File: src/include/csa_funcs.svh
`ifndef CSA_FUNCS_SVH
`define CSA_FUNCS_SVH

// Needs mul_reduce_pkg imported in the including scope (col_t, csa_t)

// Bitwise 3:2 compressor over one byte column
function automatic csa_t csa_3to2(input col_t a, input col_t b, input col_t c);
    csa_t res;
    res.sum   = a ^ b ^ c;
    res.carry = ((a & b) | (b & c) | (a & c)) << 1;    // Majority moves up one bit
    return res;
endfunction

// Resolves a carry-save pair into one column value
function automatic col_t add_sum_carry(input csa_t v);
    return v.sum + v.carry;
endfunction

`endif

File: src/rtl/mul_reduce_pkg.sv
package mul_reduce_pkg;

    localparam int PP_COUNT = 8;     // Partial products per beat
    localparam int PP_W     = 16;    // One unsigned 8x8 product
    localparam int PROD_W   = 64;
    localparam int BYTE_W   = 8;
    localparam int NUM_COLS = PROD_W / BYTE_W;    // Byte columns of the weighted sum
    localparam int COL_W    = 11;    // Holds eight bytes of one column
    localparam int LANE8_W  = 16;    // Result lane width in 8-bit mode
    localparam int LANE16_W = 32;    // Result lane width in 16-bit mode
    localparam int LANES_8  = PROD_W / LANE8_W;
    localparam int LANES_16 = PROD_W / LANE16_W;

    typedef logic [PP_W-1:0]   pp_t;
    typedef logic [PROD_W-1:0] prod_t;
    typedef logic [3:0]        sign_t;    // One sign bit per operand byte
    typedef logic [COL_W-1:0]  col_t;
    typedef logic [2:0]        boff_t;    // Byte offset of a partial product

    typedef enum logic [1:0] {
        SEW_8    = 2'd0,
        SEW_16   = 2'd1,
        SEW_32   = 2'd2,
        SEW_RSVD = 2'd3
    } sew_t;

    // prods[0] is pp1, prods[7] is pp8
    typedef struct packed {
        pp_t [PP_COUNT-1:0] prods;
    } pp_beat_t;

    typedef struct packed {
        sew_t  sew;
        sign_t sign_a;
        sign_t sign_b;
        logic  last_beat;    // Beat completes the operation
        prod_t sum;
    } stage_data_t;

    // Output pair of a 3:2 compressor, carry already at its own weight
    typedef struct packed {
        col_t carry;
        col_t sum;
    } csa_t;

    // Byte offsets, indexed by pp number minus one
    // 8-bit: pp1..pp4 alone in 16-bit lanes, pp5..pp8 unused
    localparam boff_t BOFF_8  [PP_COUNT] = '{3'd0, 3'd2, 3'd4, 3'd6, 3'd0, 3'd0, 3'd0, 3'd0};
    // 16-bit: a0b0 a0b1 a1b0 a1b1 for lane 0, then the same for lane 1
    localparam boff_t BOFF_16 [PP_COUNT] = '{3'd0, 3'd1, 3'd1, 3'd2, 3'd4, 3'd5, 3'd5, 3'd6};
    // 32-bit beat one: a0b0..a0b3, then a1b0..a1b3
    localparam boff_t BOFF_32 [PP_COUNT] = '{3'd0, 3'd1, 3'd2, 3'd3, 3'd1, 3'd2, 3'd3, 3'd4};
    localparam boff_t BEAT2_SHIFT = 3'd2;    // Beat two carries a2 and a3
    localparam logic [PP_COUNT-1:0] USED_8 = 8'b0000_1111;

    function automatic boff_t pp_byte_offset(sew_t sew, logic second_beat, int idx);
        boff_t off;
        case (sew)
            SEW_8:   off = BOFF_8[idx];
            SEW_16:  off = BOFF_16[idx];
            default: off = BOFF_32[idx];
        endcase
        if (second_beat)
            off = off + BEAT2_SHIFT;
        return off;
    endfunction

    function automatic logic pp_used(sew_t sew, int idx);
        if (sew == SEW_8)
            return USED_8[idx];
        return sew != SEW_RSVD;
    endfunction

endpackage

File: src/rtl/pp_reduce_stage.sv
`timescale 1ns/1ps

module pp_reduce_stage (
    input  logic                      clk,
    input  logic                      reset,
    input  logic                      start,
    input  mul_reduce_pkg::sew_t      sew,
    input  mul_reduce_pkg::pp_beat_t  pp,
    input  mul_reduce_pkg::sign_t     sign_a,
    input  mul_reduce_pkg::sign_t     sign_b,
    output logic                      reduce_valid,
    output mul_reduce_pkg::stage_data_t reduce_data
);
    import mul_reduce_pkg::*;

    `include "csa_funcs.svh"

    typedef enum logic {
        BEAT_IDLE,
        BEAT_SECOND    // 32-bit operation waits for a2/a3 beat
    } beat_state_t;

    beat_state_t state, state_next;

    sew_t        held_sew;
    sign_t       held_sign_a;
    sign_t       held_sign_b;
    logic        second_beat;
    logic        first_ok;
    logic        open_wide;
    logic        beat_valid;
    sew_t        beat_sew;
    stage_data_t beat_data;
    prod_t       weighted_sum;

    // Candidate bytes per column, one slot per partial product
    col_t [PP_COUNT-1:0] col_in [NUM_COLS];

    // Carry-save chain over all slots of a column
    function automatic col_t reduce_column(input col_t [PP_COUNT-1:0] grp);
        csa_t acc;
        acc.sum   = grp[0];
        acc.carry = grp[1];
        for (int i = 2; i < PP_COUNT; i++)
            acc = csa_3to2(acc.sum, acc.carry, grp[i]);
        return add_sum_carry(acc);
    endfunction

    assign second_beat = (state == BEAT_SECOND);
    assign first_ok    = start && (sew != SEW_RSVD) && !second_beat;  // Reserved mode dropped
    assign open_wide   = first_ok && (sew == SEW_32);
    assign beat_valid  = second_beat || first_ok;
    assign beat_sew    = second_beat ? held_sew : sew;

    always_comb begin
        state_next = state;
        case (state)
            BEAT_IDLE:   if (open_wide) state_next = BEAT_SECOND;
            BEAT_SECOND: state_next = BEAT_IDLE;
            default:     state_next = BEAT_IDLE;
        endcase
    end

    // Place low and high byte of every product in its column
    always_comb begin
        boff_t off;
        for (int c = 0; c < NUM_COLS; c++)
            col_in[c] = '0;
        for (int i = 0; i < PP_COUNT; i++) begin
            off = pp_byte_offset(beat_sew, second_beat, i);
            if (pp_used(beat_sew, i)) begin
                col_in[off][i] = col_t'(pp.prods[i][BYTE_W-1:0]);
                // Tables keep every offset below the top column
                col_in[boff_t'(off + 3'd1)][i] = col_t'(pp.prods[i][PP_W-1:BYTE_W]);
            end
        end
    end

    // Ripple the column results into 8-bit chunks
    always_comb begin
        col_t                    chunk;
        logic [COL_W-BYTE_W-1:0] carry;
        carry = '0;
        for (int c = 0; c < NUM_COLS; c++) begin
            chunk = reduce_column(col_in[c]) + col_t'(carry);
            weighted_sum[BYTE_W*c +: BYTE_W] = chunk[BYTE_W-1:0];
            carry = chunk[COL_W-1:BYTE_W];
        end
    end

    always_comb begin
        beat_data.sew       = beat_sew;
        beat_data.sign_a    = second_beat ? held_sign_a : sign_a;
        beat_data.sign_b    = second_beat ? held_sign_b : sign_b;
        beat_data.last_beat = !(beat_sew == SEW_32 && !second_beat);
        beat_data.sum       = weighted_sum;
    end

    always_ff @(posedge clk or posedge reset) begin
        if (reset) begin
            state        <= BEAT_IDLE;
            reduce_valid <= 1'b0;
        end else begin
            state        <= state_next;
            reduce_valid <= beat_valid;
        end
    end

    always_ff @(posedge clk) begin
        if (open_wide) begin    // Mode and signs are sampled once per operation
            held_sew    <= sew;
            held_sign_a <= sign_a;
            held_sign_b <= sign_b;
        end
        if (beat_valid)
            reduce_data <= beat_data;
    end

endmodule

File: src/rtl/beat_accumulate_stage.sv
`timescale 1ns/1ps

module beat_accumulate_stage (
    input  logic                        clk,
    input  logic                        reset,
    input  logic                        reduce_valid,
    input  mul_reduce_pkg::stage_data_t reduce_data,
    output logic                        acc_valid,
    output mul_reduce_pkg::stage_data_t acc_data
);
    import mul_reduce_pkg::*;

    prod_t partial;         // Beat one sum of a 32-bit operation
    logic  pending;         // Partial waits for its second beat
    logic  take_partial;
    logic  take_last;
    prod_t joined;

    assign take_partial = reduce_valid && !reduce_data.last_beat;
    assign take_last    = reduce_valid && reduce_data.last_beat;

    // Beat two already sits 16 bits higher, so a plain add joins them
    assign joined = pending ? reduce_data.sum + partial : reduce_data.sum;

    always_ff @(posedge clk or posedge reset) begin
        if (reset) begin
            acc_valid <= 1'b0;
            pending   <= 1'b0;
        end else begin
            acc_valid <= take_last;
            if (take_partial)
                pending <= 1'b1;
            else if (take_last)
                pending <= 1'b0;    // Used up, never added twice
        end
    end

    always_ff @(posedge clk) begin
        if (take_partial)
            partial <= reduce_data.sum;
        if (take_last) begin
            acc_data     <= reduce_data;
            acc_data.sum <= joined;
        end
    end

endmodule

File: src/rtl/sign_fix_stage.sv
`timescale 1ns/1ps

module sign_fix_stage (
    input  logic                        clk,
    input  logic                        reset,
    input  logic                        acc_valid,
    input  mul_reduce_pkg::stage_data_t acc_data,
    output logic                        done,
    output mul_reduce_pkg::prod_t       product
);
    import mul_reduce_pkg::*;

    prod_t fixed;

    // Two's complement per lane where the operand signs differ
    always_comb begin
        sign_t neg;
        neg   = acc_data.sign_a ^ acc_data.sign_b;
        fixed = acc_data.sum;
        case (acc_data.sew)
            SEW_8: begin
                for (int k = 0; k < LANES_8; k++) begin
                    if (neg[k])
                        fixed[LANE8_W*k +: LANE8_W] = ~acc_data.sum[LANE8_W*k +: LANE8_W] + 1'b1;
                end
            end
            SEW_16: begin
                for (int k = 0; k < LANES_16; k++) begin
                    if (neg[2*k+1])    // Sign of the upper operand byte
                        fixed[LANE16_W*k +: LANE16_W] =
                            ~acc_data.sum[LANE16_W*k +: LANE16_W] + 1'b1;
                end
            end
            SEW_32: begin
                if (neg[3])
                    fixed = ~acc_data.sum + 1'b1;
            end
            default: ;
        endcase
    end

    always_ff @(posedge clk or posedge reset) begin
        if (reset) begin
            done    <= 1'b0;
            product <= '0;
        end else begin
            done <= acc_valid;
            if (acc_valid)
                product <= fixed;    // Holds last result between operations
        end
    end

endmodule

File: src/rtl/vec_mul_reduce_top.sv
`timescale 1ns/1ps

module vec_mul_reduce_top (
    input  logic                     clk,
    input  logic                     reset,
    input  logic                     start,
    input  mul_reduce_pkg::sew_t     sew,
    input  mul_reduce_pkg::pp_beat_t pp,
    input  mul_reduce_pkg::sign_t    sign_a,
    input  mul_reduce_pkg::sign_t    sign_b,
    output logic                     done,
    output mul_reduce_pkg::prod_t    product
);
    import mul_reduce_pkg::*;

    logic        reduce_valid;
    stage_data_t reduce_data;
    logic        acc_valid;
    stage_data_t acc_data;

    // Stage 1: byte columns reduced into one weighted sum per beat
    pp_reduce_stage u_reduce (
        .clk          (clk),
        .reset        (reset),
        .start        (start),
        .sew          (sew),
        .pp           (pp),
        .sign_a       (sign_a),
        .sign_b       (sign_b),
        .reduce_valid (reduce_valid),
        .reduce_data  (reduce_data)
    );

    // Stage 2: joins the two beats of a 32-bit operation
    beat_accumulate_stage u_accumulate (
        .clk          (clk),
        .reset        (reset),
        .reduce_valid (reduce_valid),
        .reduce_data  (reduce_data),
        .acc_valid    (acc_valid),
        .acc_data     (acc_data)
    );

    // Stage 3
    sign_fix_stage u_sign (
        .clk       (clk),
        .reset     (reset),
        .acc_valid (acc_valid),
        .acc_data  (acc_data),
        .done      (done),
        .product   (product)
    );

endmodule

File: config.mk
export PLATFORM = sky130hd
export DESIGN_NAME = vec_mul_reduce_top
export DESIGN_NICKNAME = d
export VERILOG_FILES = /design/src/rtl/mul_reduce_pkg.sv /design/src/rtl/pp_reduce_stage.sv /design/src/rtl/beat_accumulate_stage.sv /design/src/rtl/sign_fix_stage.sv /design/src/rtl/vec_mul_reduce_top.sv
export VERILOG_INCLUDE_DIRS = /design/src /design/src/include
export SDC_FILE = /design/constraint.sdc
export NUM_CORES = 2
export LEC_CHECK = 0
export ABC_AREA = 1
export BUFFER_PORTS_ARGS = -buffer_cell sky130_fd_sc_hd__buf_2
export CAP_MARGIN = 40
export CORE_MARGIN = 8
export CORE_UTILIZATION = 35
export DETAILED_ROUTE_END_ITERATION = 7
export GPL_ROUTABILITY_DRIVEN = 1
export HOLD_SLACK_MARGIN = 0.05
export SLEW_MARGIN = 20
export SYNTH_ARGS = -nofsm -noshare
export SYNTH_HDL_FRONTEND = slang
export SYNTH_SLANG_ARGS = --single-unit
export TNS_END_PERCENT = 5
File: constraint.sdc
create_clock -name clk -period 58.6 [get_ports clk]
set_clock_uncertainty 0.15 [all_clocks]
set_input_delay 2.93 -clock clk [delete_from_list [all_inputs] [get_ports clk]]
set_output_delay 2.93 -clock clk [all_outputs]
set_load 0.005 [all_outputs]
==> impl_metrics.ini <==
[synth]
ys_types = 60
synth-async-reset-ratio_pct = 23.6
netlist_area_um2 = 38500
seq_area_frac_synth_pct = 21.9
synth_top_cells_by_count = nand2_1, inv_1, nor2_1
yosys.area.top_type = fa_1
synthCells = 5177
synth_edf_count = 223
synth_warnings = 0
synthTopCellsByArea = fa_1, edfxtp_1, nand2_1, ha_1, inv_1
ys.flop_type = edfxtp_1
avgSynthCellArea_um2 = 7.44
synth_seq_cells = 292
yosysTopAreaCellShare_pct = 17.9
syn_nets = 5972
yosysMostFrequentCell = nand2_1

[power]
power.switching_uw = 719
power_frac_comb_pct = 59.9
p_leak_uw = 0.0190
power_density_nw_per_um2 = 34.9
p_sw_share_pct = 48.6
total_power_uw = 1480
internal_power_uw = 760
power.share.clock_pct = 16.0
ir_worst_vdd_mv = 0.0176
pwr-share-seq_pct = 24.2

[place]
gp_congestion = 1.07
dp_hpwl_um = 143000
io_buffers = 205

[floorplan]
io_pins = 206
die_h_um = 348
rows = 121
core_area_um2 = 109000
die_area_um2 = 121000
start_util_pct = 35.3
die_w_um = 348

[setup_path]
ff2ff_setup_slack_ns = 33.38
crit_top_cell = fa_1
worstPathMaxFanout = 52
worstSetupEndpointType = flop
critPathMaxStageDelay_ns = 0.56
critPathRequiredTime_ns = 58.78
cp.arrival_ns = 26.84
slowest_stage = nor2_1
critPathKind = input port to flop
cp-start-kind = input port

[sta]
finalHoldViolCount = 0
setup_tns_ns = 0
grt_setup_unrepaired = no
slew_viol_final = 0
min_period_over_period_pct = 45.5
max-slew-margin-rel_pct = 41.1
layout_min_cycle_time_ns = 26.66
setup_viol = 0
whs_ns = 0.267
max_freq_ghz = 0.0375
worst_pin_slew_ns = 0.877

[route]
drt_pass1_iterations = 6
vias = 36600
topRoutingLayerUsed = met5
wl_met1_um = 67100
wl_met2_um = 80700
vias_per_cell = 5.43
routed_wirelength_um = 172000
routed-wl-met3_um = 10700
remaining_drc_errors = 0
wl_per_cell_um = 25.5
drtIter0Drc = 3430
ant_nets = 0

[clocking]
postCtsHoldBufs = 0
cts_buffer_depth = 3
cts_tree = yes
cts.clk_slew.worst_paths_ns = 0.08
clock_sinks = 292
cts_resized = 0
insertion_delay_ns = 0.57
cts_max_level = 2
post_cts_buffers = 0
cts_made_buffers = 36
clock-root-buffer = clkbuf_16

[global_route]
gr-total-overflow = 0
grt_pass1_vias = 37000
antenna_found_initial = 10
grt_pass1_wl_um = 249000
grt_max_degree = 76
track_usage_pct = 27.6

[cells_and_area]
final_layout_size_suffix_gt1_share_pct = 7.38
final_util_pct = 38.8
nets = 6089
syn_to_final_growth_pct = 9.92

[run_status]
status = completed

[hold_path]
hold_path_class = flop to flop

[job]
maxCapViolCount = 0
## cell usage in the layout (no fill, tap or decap), types with 34 or more instances in the layout
cell type / netlist / layout
buf_2: 24 / 207
clkbuf_16: 0 / 37
inv_1: 800 / 796
fa_1: 344 / 344
nor2_1: 448 / 446
nand2_1: 1148 / 1147
nor3_1: 54 / 53
a21oi_1: 394 / 394
nand3_1: 264 / 264
ha_1: 310 / 308
o21ai_0: 415 / 415
nand4_1: 46 / 46
xnor2_1: 35 / 34
o211ai_1: 94 / 94
buf_4: 5 / 37
xor2_1: 65 / 65
edfxtp_1: 223 / 223
dfrtp_1: 69 / 68
o22ai_1: 60 / 60
## final cells by class
type                    count  area, um2
flip-flops and latches    292       8420
clock buffers              42        955
clock inverters            24        290
fillers                 11600      66700
inverters                 814       3060
diodes                      8       20.0
repair buffers            248       1420
multi-input cells        3902      26400
well taps                1414       1770
## sequential cells by signal, summed over array words and instances, names as in the netlist
register                count
u_reduce.held_sign_b        4
u_accumulate.pending        1
u_reduce.second_beat        1
u_accumulate.partial       64
u_accumulate.acc_data      74
u_reduce.held_sew           2
u_sign.product             64
u_reduce.reduce_valid       1
u_reduce.held_sign_a        4
u_sign.done                 1
u_accumulate.acc_valid      1
u_reduce.reduce_data       75
## power by group through the flow
| stage | Sequential [uW] | Clock [uW] | Combinational, uW |
|---|---|---|---|
| floorplan | 341 | 0 | 597 |
| global placement | 361 | 0 | 867 |
| detailed placement | 361 | 0 | 875 |
| CTS | 357 | 246 | 882 |
| global route | 364 | 251 | 993 |
| finish | 357 | 236 | 885 |
## routing by layer
layer | up-vias | global-route usage (%)
met2 | 1562 | 47.1
met5 | - | 0
li1 | 17300 | -
met1 | 17300 | 32.4
met3 | 468 | 4.17
met4 | 4 | 17.5
## critical path, delay by kind of cell
kind / cells / cell delay (ns)
and+or+nand+nor: 30 / 4.07
buffers and inverters: 21 / 2.02
xor gates and xnor gates: 7 / 1.02
adders and majority gates: 31 / 12.01
AOI/OAI and AO/OA: 30 / 4.69
## stage by stage
stage               setup slack [ns]  cells  cell area, um2
global route                   30.19   6736           42300
finish                         31.94   6744           42300
global placement               31.62   6664           41000
floorplan                      34.91   5177           38500
CTS                            32.04   6735           42300
detailed placement             31.48   6669           41100
## cells by family after synthesis
group	count (synthesis)	synth area share, %
simple gates	2049	22.2
compound gates	1099	15.9
flops	292	21.9
xor+xnor	100	2.27
fa+ha+maj	654	27.9
buf+inv	983	9.77
## worst paths after layout
kind                                                from                        end  depth (start not counted)
worst max-delay path                              sew[1]   u_reduce.reduce_data[63]                        119
worst min-delay path            u_reduce.reduce_data[68]  u_accumulate.acc_data[68]                          0
worst max register to register      u_reduce.second_beat   u_reduce.reduce_data[63]                        120
worst min register to register  u_reduce.reduce_data[68]  u_accumulate.acc_data[68]                          0
min in group asynchronous                          reset          u_sign.product[6]                          3
max in group asynchronous                          reset         u_sign.product[59]                          4
Power figures use the tool's default switching activity.
